==> src/fxp_pkg.sv <==
package fxp_pkg;

    // Signed fixed-point format shared by both operand vectors and the result matrix.
    //
    // Operands of a and b are two's complement words.
    // The low FRAC_W bits are fraction and the rest are integer part.
    // With 8 bit cells and 4 fraction bits this is Q4.4.
    // The range is -8.0 to +7.9375 in steps of 1/16.
    //
    // A product of two Q4.4 values is Q8.8 at full precision.
    // The shift right by FRAC_W brings it back to 4 fraction bits.
    // Only the low RES_CELL_W bits are kept, so large products wrap.
    // Neither rounding nor saturation is applied to the result.

    // operand cell of vector a
    localparam int unsigned A_CELL_W = 8;

    // operand cell of vector b
    localparam int unsigned B_CELL_W = 8;

    // one cell of the result matrix, after shift and truncation
    localparam int unsigned RES_CELL_W = 8;

    // fraction bits of a and b
    // the result cell carries the same number of fraction bits
    localparam int unsigned FRAC_W = 4;

    // full signed product, wide enough that the multiply itself never overflows
    localparam int unsigned PROD_W = A_CELL_W + B_CELL_W;

    // Worked examples in this format:
    //   0x10 * 0x10 = 1.0 * 1.0     -> 0x0100 >>> 4 = 0x0010 -> 0x10
    //   0xF0 * 0x10 = -1.0 * 1.0    -> 0xFF00 >>> 4 = 0xFFF0 -> 0xF0
    //   0x80 * 0x80 = -8.0 * -8.0   -> 0x4000 >>> 4 = 0x0400 -> 0x00 (wraps)
    //   0x7F * 0x7F = 7.94 * 7.94   -> 0x3F01 >>> 4 = 0x03F0 -> 0xF0 (wraps)
    //
    // The arithmetic shift keeps the sign of the product.
    // Negative results are rounded towards minus infinity by the shift.
    // That matches the behaviour of the existing reference block.

endpackage

==> src/op_geom_pkg.sv <==
package op_geom_pkg;

    // Shape of the outer product and the way it is cut into tiles.
    // Row i of the result comes from element i of a.
    // Column j of the result comes from element j of b.

    localparam int unsigned A_LEN = 5;    // elements in a, rows of the result
    localparam int unsigned B_LEN = 5;    // elements in b, columns of the result

    // one tile is TILE_V rows by TILE_H columns, computed in one clock
    localparam int unsigned TILE_V = 1;
    localparam int unsigned TILE_H = 2;

    // tile counts round up, so the last tile may hang over the vector end
    localparam int unsigned N_TILES_V = (A_LEN + TILE_V - 1) / TILE_V;
    localparam int unsigned N_TILES_H = (B_LEN + TILE_H - 1) / TILE_H;

    // clocks spent in run for one full product
    localparam int unsigned N_TILES = N_TILES_V * N_TILES_H;

    // tile counters count 0 .. N_TILES_x - 1
    // a single tile in one direction still gets a one bit counter
    localparam int unsigned ROW_CNT_W = (N_TILES_V > 1) ? $clog2(N_TILES_V) : 1;
    localparam int unsigned COL_CNT_W = (N_TILES_H > 1) ? $clog2(N_TILES_H) : 1;

    // With 5 by 5 and 1 by 2 tiles:
    //   5 row tiles, 3 column tiles, 15 tiles in all
    //   column tile 2 covers columns 4 and 5, and column 5 does not exist
    //   row counter is 3 bits, column counter is 2 bits
    //
    // Tiles are walked row by row.
    // The column counter is the inner one and the row counter the outer one.

endpackage

==> src/tile_sequencer.sv <==
`timescale 1ns/1ps

module tile_sequencer (
    input  logic                              clk,
    input  logic                              rst,
    input  logic                              start,
    output logic [op_geom_pkg::ROW_CNT_W-1:0] tile_row,
    output logic [op_geom_pkg::COL_CNT_W-1:0] tile_col,
    output logic                              tile_we,
    output logic                              busy,
    output logic                              valid
);

    import op_geom_pkg::*;

    // Two-state control: idle when running is low, run when it is high.
    // A start seen while idle is accepted and the tiles are walked one per clock.
    // The column counter is the inner loop and the row counter the outer loop.

    logic running;      // run state
    logic done;         // last tile written on the previous edge
    logic accept;       // start taken while idle
    logic last_col;
    logic last_row;

    assign accept   = start && !running;
    assign last_col = (tile_col == COL_CNT_W'(N_TILES_H - 1));
    assign last_row = (tile_row == ROW_CNT_W'(N_TILES_V - 1));

    // one tile written on every clock spent in run
    assign tile_we = running;
    assign busy    = running;

    // state and tile counters
    always_ff @(posedge clk) begin
        if (rst) begin
            running  <= 1'b0;
            tile_row <= '0;
            tile_col <= '0;
        end else if (accept) begin
            running  <= 1'b1;
            tile_row <= '0;
            tile_col <= '0;
        end else if (running) begin
            if (last_col) begin
                tile_col <= '0;
                if (last_row) begin
                    // final tile goes out on this edge
                    running  <= 1'b0;
                    tile_row <= '0;
                end else begin
                    tile_row <= tile_row + 1'b1;
                end
            end else begin
                tile_col <= tile_col + 1'b1;
            end
        end
    end

    // Completion status.
    // done marks the edge that wrote the last tile,
    // valid follows one edge later and holds until the next accepted start
    always_ff @(posedge clk) begin
        if (rst) begin
            done  <= 1'b0;
            valid <= 1'b0;
        end else if (accept) begin
            done  <= 1'b0;
            valid <= 1'b0;              // new run, old matrix is stale
        end else begin
            done <= running && last_row && last_col;
            if (done) begin
                valid <= 1'b1;
            end
        end
    end

endmodule

==> src/tile_multiplier.sv <==
`timescale 1ns/1ps

module tile_multiplier (
    input  logic [op_geom_pkg::TILE_V*fxp_pkg::A_CELL_W-1:0]                     tile_a,
    input  logic [op_geom_pkg::TILE_H*fxp_pkg::B_CELL_W-1:0]                     tile_b,
    output logic [op_geom_pkg::TILE_V*op_geom_pkg::TILE_H*fxp_pkg::RES_CELL_W-1:0] tile_prod
);

    import fxp_pkg::*;
    import op_geom_pkg::*;

    // Every a cell of the tile times every b cell of the tile.
    // Purely combinational; the product for row r, column c
    // lands at cell index r * TILE_H + c of tile_prod.

    for (genvar r = 0; r < TILE_V; r++) begin : g_row
        for (genvar c = 0; c < TILE_H; c++) begin : g_col
            logic signed [A_CELL_W-1:0] a_cell;
            logic signed [B_CELL_W-1:0] b_cell;
            logic signed [PROD_W-1:0]   prod_full;   // Q8.8 for Q4.4 operands
            logic signed [PROD_W-1:0]   prod_shift;  // back to FRAC_W fraction bits

            assign a_cell = tile_a[r*A_CELL_W +: A_CELL_W];
            assign b_cell = tile_b[c*B_CELL_W +: B_CELL_W];

            // both operands are sign extended to PROD_W by the signed context
            assign prod_full = a_cell * b_cell;

            // arithmetic shift keeps the sign
            assign prod_shift = prod_full >>> FRAC_W;

            // low bits only, large products wrap
            assign tile_prod[(r*TILE_H + c)*RES_CELL_W +: RES_CELL_W] =
                prod_shift[RES_CELL_W-1:0];
        end
    end

endmodule

==> src/result_store.sv <==
`timescale 1ns/1ps

module result_store (
    input  logic                                                  clk,
    input  logic                                                  tile_we,
    input  logic [op_geom_pkg::ROW_CNT_W-1:0]                     tile_row,
    input  logic [op_geom_pkg::COL_CNT_W-1:0]                     tile_col,
    input  logic [op_geom_pkg::TILE_V*op_geom_pkg::TILE_H*fxp_pkg::RES_CELL_W-1:0] tile_prod,
    output logic [op_geom_pkg::A_LEN*op_geom_pkg::B_LEN*fxp_pkg::RES_CELL_W-1:0]   result
);

    import fxp_pkg::*;
    import op_geom_pkg::*;

    // Holds the full A_LEN by B_LEN result matrix.
    // Contents are only meaningful once a run has completed.

    logic [RES_CELL_W-1:0] cells [A_LEN][B_LEN];

    int unsigned row_base;    // first matrix row covered by the current tile
    int unsigned col_base;    // first matrix column covered by the current tile

    always_comb begin
        row_base = int'(tile_row) * TILE_V;
        col_base = int'(tile_col) * TILE_H;
    end

    // tile write
    // cells of an overhanging tile that fall past the vector end are dropped,
    // with 5 columns and 2 wide tiles that is column 5 of the last column tile
    always_ff @(posedge clk) begin
        if (tile_we) begin
            for (int r = 0; r < TILE_V; r++) begin
                for (int c = 0; c < TILE_H; c++) begin
                    if ((row_base + r < A_LEN) && (col_base + c < B_LEN)) begin
                        cells[row_base + r][col_base + c] <=
                            tile_prod[(r*TILE_H + c)*RES_CELL_W +: RES_CELL_W];
                    end
                end
            end
        end
    end

    // flat output, row i column j at cell index i * B_LEN + j
    for (genvar i = 0; i < A_LEN; i++) begin : g_out_row
        for (genvar j = 0; j < B_LEN; j++) begin : g_out_col
            assign result[(i*B_LEN + j)*RES_CELL_W +: RES_CELL_W] = cells[i][j];
        end
    end

endmodule

==> src/tensor_product.sv <==
`timescale 1ns/1ps

module tensor_product (
    input  logic                                                                  clk,
    input  logic                                                                  rst,
    input  logic                                                                  start,
    input  logic [op_geom_pkg::A_LEN*fxp_pkg::A_CELL_W-1:0]                       a,
    input  logic [op_geom_pkg::B_LEN*fxp_pkg::B_CELL_W-1:0]                       b,
    output logic [op_geom_pkg::A_LEN*op_geom_pkg::B_LEN*fxp_pkg::RES_CELL_W-1:0] result,
    output logic                                                                  valid
);

    import fxp_pkg::*;
    import op_geom_pkg::*;

    // Outer product of a and b.
    // Operands are captured on the accepting edge, then the sequencer walks
    // the result one tile per clock through the multiplier into the store.

    logic [A_LEN*A_CELL_W-1:0] a_q;      // captured operands
    logic [B_LEN*B_CELL_W-1:0] b_q;

    // operands padded out to whole tiles, padding reads as zero
    logic [N_TILES_V*TILE_V*A_CELL_W-1:0] a_pad;
    logic [N_TILES_H*TILE_H*B_CELL_W-1:0] b_pad;

    logic [ROW_CNT_W-1:0] tile_row;
    logic [COL_CNT_W-1:0] tile_col;
    logic                 tile_we;
    logic                 busy;
    logic                 accept;

    logic [TILE_V*A_CELL_W-1:0]            tile_a;
    logic [TILE_H*B_CELL_W-1:0]            tile_b;
    logic [TILE_V*TILE_H*RES_CELL_W-1:0]   tile_prod;

    // same accept rule as inside the sequencer
    assign accept = start && !busy;

    // inputs may change freely once the run has started
    always_ff @(posedge clk) begin
        if (accept) begin
            a_q <= a;
            b_q <= b;
        end
    end

    always_comb begin
        a_pad                      = '0;
        a_pad[A_LEN*A_CELL_W-1:0]  = a_q;
        b_pad                      = '0;
        b_pad[B_LEN*B_CELL_W-1:0]  = b_q;   // last column tile sees zero past B_LEN
    end

    assign tile_a = a_pad[tile_row*TILE_V*A_CELL_W +: TILE_V*A_CELL_W];
    assign tile_b = b_pad[tile_col*TILE_H*B_CELL_W +: TILE_H*B_CELL_W];

    tile_sequencer u_seq (
        .clk      (clk),
        .rst      (rst),
        .start    (start),
        .tile_row (tile_row),
        .tile_col (tile_col),
        .tile_we  (tile_we),
        .busy     (busy),
        .valid    (valid)
    );

    tile_multiplier u_mul (
        .tile_a    (tile_a),
        .tile_b    (tile_b),
        .tile_prod (tile_prod)
    );

    result_store u_store (
        .clk       (clk),
        .tile_we   (tile_we),
        .tile_row  (tile_row),
        .tile_col  (tile_col),
        .tile_prod (tile_prod),
        .result    (result)
    );

endmodule

==> config.mk <==
export PLATFORM = sky130hd
export DESIGN_NAME = tensor_product
export DESIGN_NICKNAME = d
export VERILOG_FILES = /design/src/fxp_pkg.sv /design/src/op_geom_pkg.sv /design/src/tile_sequencer.sv /design/src/tile_multiplier.sv /design/src/result_store.sv /design/src/tensor_product.sv
export SDC_FILE = /design/constraint.sdc
export NUM_CORES = 1
export LEC_CHECK = 0
export BUFFER_PORTS_ARGS = -buffer_cell sky130_fd_sc_hd__buf_2
export CAP_MARGIN = 20
export CORE_ASPECT_RATIO = 0.75
export CORE_MARGIN = 5
export CORE_UTILIZATION = 57
export CTS_BUF_LIST = sky130_fd_sc_hd__clkbuf_4
export DETAILED_ROUTE_END_ITERATION = 8
export PLACE_DENSITY_LB_ADDON = 0.25
export SETUP_SLACK_MARGIN = 0.02
export SLEW_MARGIN = 10
export SYNTH_ARGS = -nofsm -noshare
export SYNTH_HDL_FRONTEND = slang
export SYNTH_SLANG_ARGS = --single-unit
export TNS_END_PERCENT = 5
==> constraint.sdc <==
create_clock -name clk -period 7.8 [get_ports clk]
set_input_delay 0.39 -clock clk [delete_from_list [all_inputs] [get_ports clk]]
set_output_delay 0.39 -clock clk [all_outputs]
set_load 0.005 [all_outputs]
# ---- Word-level counts from Yosys, hierarchy flattened
# Memory sizes are Yosys's and may differ from the RTL's.
# Index checks and enable logic that the tools add are counted.
dict set report totals {
  ff_bits 88
  ram_bits 200
  input_bits 83
  output_inout_bits 201
  word_cells 132
  memories 1
}
dict set report op_classes {
  n_addsub 3
  n_mul 2
  magnitude_cmp 7
  eq_ne 2
  shift 2
  n_mux 56
  bitwise 42
  n_reduce_logical 10
}
# name words width rd rd_ports_with_merged_regs wr line
set memory_table {}
lappend memory_table {u_store.cells 5 40 5 0 1 result_store.sv:18} ;# logic [RES_CELL_W-1:0] cells [A_LEN][B_LEN];
# cell count
set ops {}
lappend ops {{40-bit 2-to-1 mux} 2}
lappend ops {{33-bit by 4-bit greater-or-equal comparator with 1-bit output (second input constant)} 2}
lappend ops {{33-bit by 1-bit < comparator with 1-bit output (second input constant)} 2}
lappend ops {{8-bit demux with 3-bit select} 2}
lappend ops {{1-bit 2-to-1 mux} 48}
lappend ops {{48-bit by 7-bit variable part select with 16-bit output} 1}
lappend ops {{1-bit OR} 40}
lappend ops {{40-bit by 7-bit variable part select with 8-bit output} 1}
lappend ops {{3-bit NOT with 33-bit output} 1}
lappend ops {{32-bit NOT with 33-bit output} 1}
lappend ops {{32-bit by 3-bit < comparator with 1-bit output (second input constant)} 1}
lappend ops {{8-bit by 8-bit multiplier with 12-bit output} 2}
lappend ops {{8-bit 2-to-1 mux} 2}
lappend ops {{1-bit logical AND} 7}
lappend ops {{3-bit < comparator (second input constant)} 2}
lappend ops {{3-bit by 1-bit adder with 4-bit output (second input constant)} 1}
lappend ops {{3-bit by 1-bit adder with 3-bit output (second input constant)} 1}
lappend ops {{3-bit equality test (second input constant)} 1}
lappend ops {{3-bit 2-to-1 mux} 1}
lappend ops {{2-bit by 1-bit adder with 2-bit output (second input constant)} 1}
lappend ops {{2-bit equality test (second input constant)} 1}
lappend ops {{2-bit 2-to-1 mux} 1}
lappend ops {{2-bit AND reduction} 1}
lappend ops {{2-bit OR reduction} 1}
lappend ops {{1-bit logical NOT} 1}

# ---- Longest topological paths before layout
# Gate-level depths: netlist of the first run.
dict set report logic_depth {
  ltp_word 8
  ltp_mapped 26
  mapped_depth_nobuf 23
}

# ---- By module
# From an unflattened synthesis of the first run, not the netlist that was laid out.
dict set report hier_totals {
  hier_cells 896
  area_unflattened_um2 13475.4
}
# module n_inst cells_per_inst area_per_inst_um2 seq_area_each_um2
set by_module_without_submodules {}
lappend by_module_without_submodules {result_store 1 255 6386.1 6005.8}
lappend by_module_without_submodules {tile_multiplier 1 436 3671.0 0.0}
lappend by_module_without_submodules {tensor_product 1 167 3070.4 2402.3}
lappend by_module_without_submodules {tile_sequencer 1 38 347.8 160.2}

# ---- Least setup slack after synthesis of the first run
# Ideal clock, no wire load.
dict set report synth_path {
  path_type {register to register}
  from {register u_seq.tile_row[1] (netlist name)}
  to {memory u_store.cells[0][15] (netlist name) (data pin)}
  setup_ps 195
  t_arrival_ps 5438
  required_time_ps 7605
  slack_ps 2167
  stages_incl_launch_ff 24
  n_path_buf 3
  synth_period_minus_slack_ps 5633
  cell_sequence {dfxtp_1 buf_2 buf_2 mux2i_1 nor2_1 a31oi_1 o22a_1 clkbuf_1 nand2_1 fa_1 fa_1 inv_1 fa_1 inv_1 fa_1 inv_1 ha_1 nand2_1 nor2_1 a211o_1 a21o_1 a21oi_1 xnor3_1 mux2i_1}
}
dict set report synth_via {
  elab_chain_len 6
  elab_cells_between_ends 9
  cone_classes {mul (2); order compare (1); shift (1); mux (4); reduce/logical (1)}
}
# element line
set synth_lines {}
lappend synth_lines {{from (decl)} tile_sequencer.sv:7} ;# output logic [op_geom_pkg::ROW_CNT_W-1:0] tile_row,
lappend synth_lines {{from (signal assigned)} tile_sequencer.sv:52} ;# tile_row <= tile_row + 1'b1;
lappend synth_lines {{branches (longest 5 deep; another with 8-bit by 8-bit multiplier with 12-bit output)} -}
lappend synth_lines {{1-bit 2-to-1 mux (no line) *} -}
lappend synth_lines {{to (decl)} result_store.sv:18}
# Mark *: on every way between the ends.

# ---- Worst setup path after layout of the first run
dict set report layout_path {
  from {register u_seq.tile_col[0] (netlist name)}
  to {memory u_store.cells[0][23] (netlist name) (data pin)}
}
dict set report layout_via {
  elab_cells_between_ends 16
  cone_classes {add/sub (1); mul (2); order compare (3); shift (1); mux (6); bitwise (1); reduce/logical (2)}
}
# element line
set layout_lines {}
lappend layout_lines {{from (decl)} tile_sequencer.sv:8} ;# output logic [op_geom_pkg::COL_CNT_W-1:0] tile_col,
lappend layout_lines {{from (signal assigned)} tile_sequencer.sv:55} ;# tile_col <= tile_col + 1'b1;
lappend layout_lines {{48-bit by 7-bit variable part select with 16-bit output} tensor_product.sv:56} ;# assign tile_b = b_pad[tile_col*TILE_H*B_CELL_W +: TILE_H*B_CELL_W];
lappend layout_lines {{8-bit by 8-bit multiplier with 12-bit output} tile_multiplier.sv:27} ;# assign prod_full = a_cell * b_cell;
lappend layout_lines {{net tile_prod[7]} tensor_product.sv:35} ;# logic [TILE_V*TILE_H*RES_CELL_W-1:0] tile_prod;
lappend layout_lines {{1-bit 2-to-1 mux (no line)} -}
# The timed path passes the listed nets, and every way through them passes these cells.

==> results of run 1 <==
==> power breakdown <==
part | leakage [µW] | switching [µW] | internal [µW]
logic | 0.00378 | 1530 | 652
registers | 0.00263 | 23.5 | 2570
clock network | 0.000538 | 589 | 661
==> layout by cell type, fill, tap and decap left out, types with 3 or more instances in the layout <==
cell type,n
or2_2,10
nor2_1,93
a21oi_1,25
mux4_2,3
o21ai_1,7
xnor2_1,28
nor3_2,3
clkbuf_4,106
nor2b_1,9
nor3_1,11
dfxtp_1,8
nand3_1,4
a21oi_2,4
o21ai_0,9
nand2b_1,19
clkinv_1,9
xor2_1,7
and3_1,3
fa_1,72
a31oi_1,3
ha_1,48
inv_1,109
and2_1,4
a21o_1,10
nand3b_1,5
buf_2,284
dlygate4sd3_1,82
nand2_1,46
mux2i_1,24
edfxtp_1,280
inv_6,4
buf_4,13
==> worst reg2reg max path, stage by stage (launching register included) <==
cell and delay (ps):
dfxtp_1 890, nor2b_1 700, a21oi_1 340, or2_2 360, fa_1 470, fa_1 560, inv_1 60, fa_1 530
inv_1 60, fa_1 520, inv_1 40, ha_1 320, nand2_1 90, nor2_1 40, a211o_1 300, a21o_1 180
a21oi_1 150, xnor3_1 270, inv_1 390
==> cell families (layout without fill, tap and decap cells) <==
kind of cell | count (synthesis) | after routing | share of synthesized area [%]
AND/OR/NAND/NOR | 218 | 218 | 7.611
multiplexers | 30 | 30 | 2.581
adder cells (fa/ha/maj) | 120 | 120 | 15.43
other | 0 | 1 | 0
AO/OA/AOI/OAI | 65 | 65 | 3.007
buffers and inverters | 138 | 614 | 4.075
XOR/XNOR | 37 | 37 | 2.553
flip-flops | 288 | 288 | 64.74
==> synthesized netlist by cell type (2+ instances only) <==
library cell  count  area (µm²)
nand3b_1          5       37.54
mux2i_1          24       240.2
nand2_1          46       172.7
xor2_1            7       61.31
a21oi_2           4       35.03
mux2_2            2       22.52
and2_1            4       25.02
edfxtp_1        280        8408
or2_0             2       12.51
nor3_1           14       70.07
dfxtp_1           8       160.2
o22a_1            2       17.52
mux4_2            3       67.56
nand3_1           4       20.02
o21ai_1           7       35.03
a21oi_1          25       125.1
a21o_1           10       75.07
buf_2             8       40.04
o21ai_0           9       45.04
inv_2             2       7.510
xnor2_1          29       254.0
nor4_1            2       12.51
nor2_1           93       349.1
clkbuf_1         15       56.30
or2_2            10       62.56
inv_1           109       409.1
or2_1             2       12.51
and3_1            3       18.77
nor3b_1           2       15.01
a31oi_1           3       18.77
ha_1             48       600.6
buf_1             2       7.510
nor2b_1          10       62.56
nand2b_1         19       118.9
fa_1             72        1441
==> through the flow <==
step	std cells	total power [µW]	util (%)
floorplan	896	3980	-
global placement	1465	4715	65.45
detailed placement	1465	4792	65.45
CTS	1670	6062	73.01
global route	1673	6421	73.13
finish	1673	6027	73.13
==> routing by layer <==
metal	track usage (%)	vias to the layer above
li1	-	3949
met4	7.167	0
met3	6.311	63
met1	33.77	4208
met2	40.67	403
met5	0	-
==> state kept, by name (all words and copies together) (netlist names) <==
name,count
a_pad,40
b_q,40
u_seq.busy,1
u_seq.done,1
u_seq.tile_col,2
u_seq.tile_row,3
u_seq.valid,1
u_store.cells,200
==> how the worst max path moves through the flow <==
stage                                 start                    to  slack, ps  depth (start not counted)
after floorplan           u_seq.tile_row[1]  u_store.cells[0][15]       2170                         23
after global placement    u_seq.tile_col[0]  u_store.cells[2][39]       1550                         18
after detailed placement  u_seq.tile_col[0]  u_store.cells[2][39]       1300                         18
after CTS                 u_seq.tile_col[0]  u_store.cells[0][23]       1300                         18
after global routing      u_seq.tile_col[0]  u_store.cells[0][23]        840                         18
final                     u_seq.tile_col[0]  u_store.cells[0][23]       1250                         18
==> cell type report <==
cell class	count	share of cell area, %
antenna	1	0.01491
multi-input combinational	470	24.77
timing repair buffer	380	13.97
clock buffer	106	4.743
sequential	288	51.07
clock inverter	17	0.7084
tap	300	2.237
inverter	111	2.483
==> results.cfg, run 1 <==
[layout]
final_area_mm2 = 0.01678
drive_gt1_share_pct = 32.00
multiInputGateArea_mm2 = 0.004156
areaGrowthSynthToFinish_pct = 26.78
fin_nets = 1522
seqCellArea_mm2 = 0.008568
nFillCells = 1529

[critical_path]
slowest_delay_ps = 890
ff2ff_setup_slack_ps = 1250
r2r_end = u_store.cells[0][23]
path_class = flip-flop to flip-flop
required_ps = 8150
worst_setup_path_end_kind = flip-flop
r2r_cells = 18
cp.arrival_ps = 6900
startpoint_type = flip-flop
slowest_stage = dfxtp_1
worstPathMaxFanout = 21
cp_top_family = adder cells
r2r-start = u_seq.tile_col[0]
cp_num_buf_inv = 4
path_cells = nor2b_1 -> a21oi_1 -> or2_2 -> fa_1 -> fa_1 -> inv_1 -> fa_1 -> inv_1 -> fa_1 -> inv_1 -> ha_1 -> nand2_1 -> nor2_1 -> a211o_1 -> a21o_1 -> a21oi_1 -> xnor3_1 -> inv_1

[logic_synthesis]
syn_area_per_cell_um2 = 14.77
synth_nets = 1099
seq_area_frac_synth_pct = 64.74
yosysUniqueCellTypes = 46
syn_inst = 896
syn_area_mm2 = 0.01323
ys_async_sr_fraction_pct = 0
ys.flop_type = edfxtp_1
yosysWarnings = 0
synth-edff-count = 280
ys_ff_latch = 288

[sta]
fmax_mhz = 152.7
finalMaxSlewViolations = 0
max_slew.worst_pin.slew_ps = 1048
slew_headroom_pct = 30.10
rsz0062_at_grt = false
period_minus_slack_ps = 6548
fin_crit_sh_pct = 83.95
whs_ps = 437.7
hold_viol = 0
setup_viol_count_final = 0
worst_slack_ps = 1252
setup_tns_ps = 0
skew_ps = 56.41

[worst_hold_path]
whs_path_depth = 2
holdCritPathClass = input port to flip-flop
hold_path_end = b_q[1]
worstHoldStart = b[1]

[pwr]
power_leakage_uw = 0.006949
power_density_mw_per_mm2 = 359.2
vdd_drop_max_mv = 0.3868

[clock_network]
root_buffer = clkbuf_4
postCtsResizedCells = 0
post-cts-setup-buffer-count = 0
clkTransAtPathRegs_ps = 70
cts_tree = done
htreeDepth = 3
clockBufferDepth = 3
hold_buffers = 82
clock_latency_ps = 670
numCtsBuffers = 68
cts.sinks = 288

[place]
dpl-instance-area_mm2 = 0.01502
io_buffers = 283
dpl.hpwl_um = 22590
dp_slack_ps = 1300
gp_congestion = 0.8614

[global_routing]
grt_pass1_vias = 8892
grt_first_pass_wirelength_um = 49820
grt_max_degree = 82
antenna_found_initial = 1
grt_use_total_pct = 24.89
overflow = 0

[routing]
met3_wirelength_um = 3042
wl_met1_um = 12820
drtIter0Drc = 716
drtPass1Iterations = 5
wire_per_inst_um = 19.44
num_vias = 8623
drc_errors = 0
viasPerCell = 5.154
wl_um = 32530
antenna_left = 0
wl_met2_um = 15960
dr.max_layer_used = met4

[floorplanning]
fp.dieW_um = 185.9
start_util_pct = 57.68
die_h_um = 142.0
ios = 284
dieArea_mm2 = 0.02640
rows = 48
core_area_mm2 = 0.02294

[job]
max_cap_viol_count = 0

[status]
status = finished, final reports clean
No activity file was read; power rests on OpenSTA's default activity.
==> inputs of run 2 (changes only) <==
clock period = 6.3 ns   (was 7.8 ns; I/O delays follow)
==> run 2 against run 1 <==
Cell count up 0.72%. Critical endpoint is now u_store.cells[4][31]. Critical path type unchanged. Clock skew down 9.8 ps. Setup slack worse by 960 ps. First-iteration DRC count down 22%. Via count up 1.4%. Routed wire length up 2.8%. Worst hold slack worse by 100 ps.
==> results.cfg, run 2 (synthesis gave the netlist of run 1 again) <==
[status]
status = finished, final reports clean

[sta]
hold_viol = 0
setup_viol_count_final = 0
max_slew.worst_pin.slew_ps = 1101
fin_crit_sh_pct = 95.39
skew_ps = 46.59
rsz0062_at_grt = true
whs_ps = 334.0
finalMaxSlewViolations = 0
period_minus_slack_ps = 6010
setup_tns_ps = 0
slew_headroom_pct = 26.61
fmax_mhz = 166.4

[global_routing]
overflow = 0
grt_first_pass_wirelength_um = 51200
grt_use_total_pct = 25.70
antenna_found_initial = 1
grt_max_degree = 80
grt_pass1_vias = 9072

[routing]
drtPass1Iterations = 5
antenna_left = 0
num_vias = 8745
wl_um = 33430
drtIter0Drc = 562
wire_per_inst_um = 19.84
viasPerCell = 5.190
drc_errors = 0

[place]
gp_congestion = 0.8945
io_buffers = 283
dp.cells = 1480
dpl.hpwl_um = 23130

[critical_path]
worst_setup_path_end_kind = flip-flop
required_ps = 6700
cp.arrival_ps = 6410
path_class = flip-flop to flip-flop
worstPathMaxFanout = 22
startpoint_type = flip-flop

[floorplanning]
core_area_mm2 = 0.02294
dieArea_mm2 = 0.02640
fp.dieW_um = 185.9
ios = 284
start_util_pct = 57.68
die_h_um = 142.0
rows = 48

[layout]
fin_nets = 1541
drive_gt1_share_pct = 32.39
final_cell_mix = buf_2 (285), edfxtp_1 (280), inv_1 (108)
instances_no_fill = 1685
areaGrowthSynthToFinish_pct = 27.28
top_register = u_store.cells
layout_commonest_cell = buf_2
largest_register_ff_count = 200

[clock_network]
numCtsBuffers = 69
cts_tree = done
root_buffer = clkbuf_4
clockBufferDepth = 3
htreeDepth = 3
cts.sinks = 288
clkTransAtPathRegs_ps = 80
clock_latency_ps = 690

[worst_hold_path]
holdCritPathClass = input port to flip-flop

[pwr]
power_leakage_uw = 0.006985
power_density_mw_per_mm2 = 450.0
vdd_drop_max_mv = 0.3929
power.total_uw = 7579

[job]
max_cap_viol_count = 0
[run 2: cell type report]
class | instances | area, µm²
fillers | 1532 | 6098
diodes | 2 | 5.005
inverters | 111 | 420.4
repair buffers | 398 | 2492
clock buffers | 95 | 713.2
clock inverters | 21 | 110.1
multi-input cells | 470 | 4156
flip-flops and latches | 288 | 8571
well taps | 300 | 375.4
[run 2: worst paths after layout]
kind                     startpoint                    to  slack [ps]  cells past startpoint
setup / recovery  u_seq.tile_row[0]  u_store.cells[4][31]         290                     20
hold / removal                 a[3]              a_pad[3]         330                      2
setup reg to reg  u_seq.tile_row[0]  u_store.cells[4][31]         290                     20
hold reg to reg          u_seq.done           u_seq.valid         440                      2
[run 2: worst max-delay path, cell delays in order, from the launching register on]
cell and delay (ps):
dfxtp_1 360, buf_4 290, mux4_2 540, nand2_1 100
and2_1 230, buf_4 220, nor2_1 80, fa_1 510
ha_1 290, inv_1 50, fa_1 510, fa_1 550
inv_1 40, ha_1 340, a21oi_1 230, nor2_1 80
a211o_1 300, a21o_1 180, a21oi_1 150, xnor3_1 310
mux2i_1 370
[run 2: routing by layer]
metal | vias up | share of wire (%) | routed length, µm | GRT usage, %
met1 | 4276 | 40 | 13400 | 34.77
met5 | - | 0 | 0 | 0
li1 | 3988 | - | - | -
met4 | 0 | 2.1 | 702 | 8.049
met3 | 57 | 8.5 | 2850 | 6.362
met2 | 424 | 49 | 16480 | 41.91
[run 2: stage by stage]
stage	utilization, %	area, µm²	setup slack [ps]
2_1_floorplan	-	13230	667.3
3_3_place_gp	65.94	15130	441.8
3_5_place_dp	65.94	15130	311.7
4_1_cts	73.15	16780	237.0
5_1_grt	73.42	16840	13.92
6_report	73.42	16840	290.4
[run 2: what timing repair did]
item	in CTS	in global routing
endpoints found under the setup margin	0	30
hold buffers	83	0
gates resized for setup	0	6
hold endpoints to repair	85	0
buffers inserted	0	1
[run 2: where the power goes]
| group | switching (µW) | internal (µW) | total, µW | leakage, µW |
|---|---|---|---|---|
| registers | 25.2 | 3180 | 3210 | 0.00263 |
| clock network | 744 | 708 | 1450 | 0.000487 |
| logic | 1990 | 928 | 2920 | 0.00386 |
==> inputs of run 3 (changes only) <==
ABC_AREA = 1   (was not set)
CORE_UTILIZATION = 30   (was 57)
==> run 3 against run 2 <==
Setup slack gained 190 ps. Core utilization fell by 34 points. Sequential share of layout area decreased by 1.6 points. Clock skew rose by 6.1 ps. Sequential power fell by 2%. Synthesized cell count increased by 14%. Via count increased by 5.3%. Largest power group unchanged.
==> results.cfg, run 3 <==
[layout]
instances_no_fill = 2110
fin_nets = 1670
final_cell_mix = buf_2 (283), edfxtp_1 (280), nand2_1 (174)
drive_gt1_share_pct = 30.26
layout_commonest_cell = buf_2
largest_register_ff_count = 200
areaGrowthSynthToFinish_pct = 29.91
top_register = u_store.cells

[critical_path]
startpoint_type = flip-flop
cp_common_cell = nand2_1
worst_setup_path_end_kind = flip-flop
path_cells = inv_2 -> nor2_2 -> nand2_1 -> and3_1 -> inv_2 -> nand2_1 -> fa_1 -> inv_1 -> fa_1 -> fa_1 -> inv_1 -> fa_1 -> inv_1 -> ha_1 -> a21oi_1 -> o21ai_0 -> a31oi_1 -> nand4_1 -> nand2_1 -> inv_1 -> nand3_1 -> nand2_2 -> nand2_1 -> nand2_1
path_class = flip-flop to flip-flop
worstPathMaxFanout = 17
r2r_cells = 24
slowest_delay_ps = 540
cp.arrival_ps = 6280
slowest_stage = fa_1
required_ps = 6760

[floorplanning]
dieArea_mm2 = 0.04896
die_h_um = 192.9
rows = 67
core_area_mm2 = 0.04435
fp.dieW_um = 253.8
start_util_pct = 30.17
ios = 284

[clock_network]
cts_tree = done
cts.sinks = 288
numCtsBuffers = 74
post-cts-setup-buffer-count = 0
clkTransAtPathRegs_ps = 70
clockBufferDepth = 3
root_buffer = clkbuf_4
htreeDepth = 3
clock_latency_ps = 770

[global_routing]
overflow = 0
grt_use_total_pct = 15.59
grt_max_degree = 82
grt_use_met3_pct = 3.746
top_usage_layer = met2
met1_usage_pct = 22.79
grt_pass1_vias = 9296
grt_first_pass_wirelength_um = 57170
grtUsageMet2_pct = 23.26
antenna_found_initial = 2

[sta]
fmax_mhz = 171.8
setup_tns_ps = 0
whs_ps = 267.6
fin_crit_sh_pct = 92.41
finalMaxSlewViolations = 0
max_slew.worst_pin.slew_ps = 987.0
rsz0062_at_grt = false
hold_viol = 0
skew_ps = 52.70
period_minus_slack_ps = 5822
slew_headroom_pct = 34.20
setup_viol_count_final = 0

[routing]
drtIter0Drc = 594
drc_errors = 0
wl_um = 38220
viasPerCell = 4.363
drtPass1Iterations = 5
wire_per_inst_um = 18.12
num_vias = 9205
antenna_left = 0

[pwr]
swShare_pct = 38.00
p_seq_share_pct = 40.2
vdd_drop_max_mv = 0.3310
p_clk_share_pct = 20.2
power_leakage_uw = 0.007425
power_density_mw_per_mm2 = 448.3
power_frac_comb_pct = 39.7
power.total_uw = 7792
p_switching_uw = 2961
p_int_uw = 4831

[logic_synthesis]
yosysTopAreaCellShare_pct = 62.85
ys.flop_type = edfxtp_1
synth-edff-count = 280
synth_common_cells = edfxtp_1 (280), nand2_1 (174), inv_1 (158), nor2_1 (111), fa_1 (72)
syn_area_per_cell_um2 = 13.10
ys_async_sr_fraction_pct = 0
syn_area_mm2 = 0.01338
ys_ff_latch = 288
synth_nets = 1224
syn_inst = 1021
yosysMostFrequentCell = edfxtp_1
synth.area.top_cells = edfxtp_1 (63%), fa_1 (11%), nand2_1 (4.9%), ha_1 (4.5%), inv_1 (4.4%)
yosysWarnings = 0
seq_area_frac_synth_pct = 64.05
yosysUniqueCellTypes = 44
synth_largest_area_cell = edfxtp_1

[place]
gp_congestion = 0.8488
dpl.hpwl_um = 29070
io_buffers = 283
dp.cells = 1895

[job]
max_cap_viol_count = 0

[worst_hold_path]
holdCritPathClass = input port to flip-flop
whs_path_depth = 2

[status]
status = finished, final reports clean
## run 3: cell count changes in the layout (fill, tap and decap cells not counted), moves of 17 or more
cell      previous run  this run
nand2b_1            19         0
mux2i_1             24         0
inv_1              108       158
nand2_1             46       174
nand3_1              4        32
nor2_1              93       110
xnor2_1             28         7
## run 3: kinds of logic (layout without fill, tap and decap cells)
logic type	count (synthesis)	in the layout	share of synthesized area (%)
buffers and inverters	186	685	5.490
and+or+nand+nor	353	353	11.44
DFF	288	288	64.05
AOI/OAI and AO/OA	56	56	2.581
adders and majority gates	120	120	15.26
xor gates and xnor gates	18	18	1.179
other	0	4	0
## run 3: repair_timing
item,4_1_cts,5_1_grt
setup endpoints to repair,0,24
hold buffers,82,0
resized for setup,0,6
hold endpoints to repair,88,0
## run 3: worst paths after layout
check / startpoint / endpoint / slack (ps)
worst max-delay path: u_seq.tile_col[1] / u_store.cells[2][31] / 480
worst min-delay path: b[4] / b_q[4] / 270
worst max register to register: u_seq.tile_col[1] / u_store.cells[2][31] / 480
worst min register to register: u_seq.done / u_seq.valid / 460
## run 3: metrics by stage
stage | setup slack (ps) | cell area, µm² | utilization [%]
2_1_floorplan | 646.6 | 13380 | -
6_report | 478.0 | 17380 | 39.19
3_3_place_gp | 421.0 | 15610 | 35.19
5_1_grt | 26.34 | 17380 | 39.19
4_1_cts | 184.6 | 17350 | 39.13
3_5_place_dp | 215.9 | 15610 | 35.19
## run 3: per-layer routing
layer	up-vias	routed length, µm
li1	4329	-
met1	4493	18120
met5	-	0
met3	37	2742
met2	346	16920
met4	0	439
## run 3: critical path: cells and delay by family, from the launching register on
family | cells | cell delay, ps
buffers and inverters | 6 | 430
DFF | 1 | 490
and+or+nand+nor | 10 | 1670
AOI/OAI and AO/OA | 3 | 550
adders and majority gates | 5 | 2360
## run 3: layout make-up
class / instances / area [µm²]
clock buffer: 107 / 803.3
fill: 4267 / 26970
inverter: 171 / 641.9
clock inverter: 22 / 122.6
sequential: 288 / 8572
timing repair buffer: 385 / 2387
tap: 586 / 733.2
antenna: 4 / 10.01
multi-input combinational: 547 / 4109
## run 3: power by group through the flow
stage / sequential (µW) / combinational [µW] / clock, µW
after floorplan: 3170 / 1680 / 0
after global placement: 3170 / 3070 / 0
after detailed placement: 3170 / 3130 / 0
after CTS: 3130 / 3180 / 1630
after global routing: 3140 / 3510 / 1740
final: 3130 / 3090 / 1570
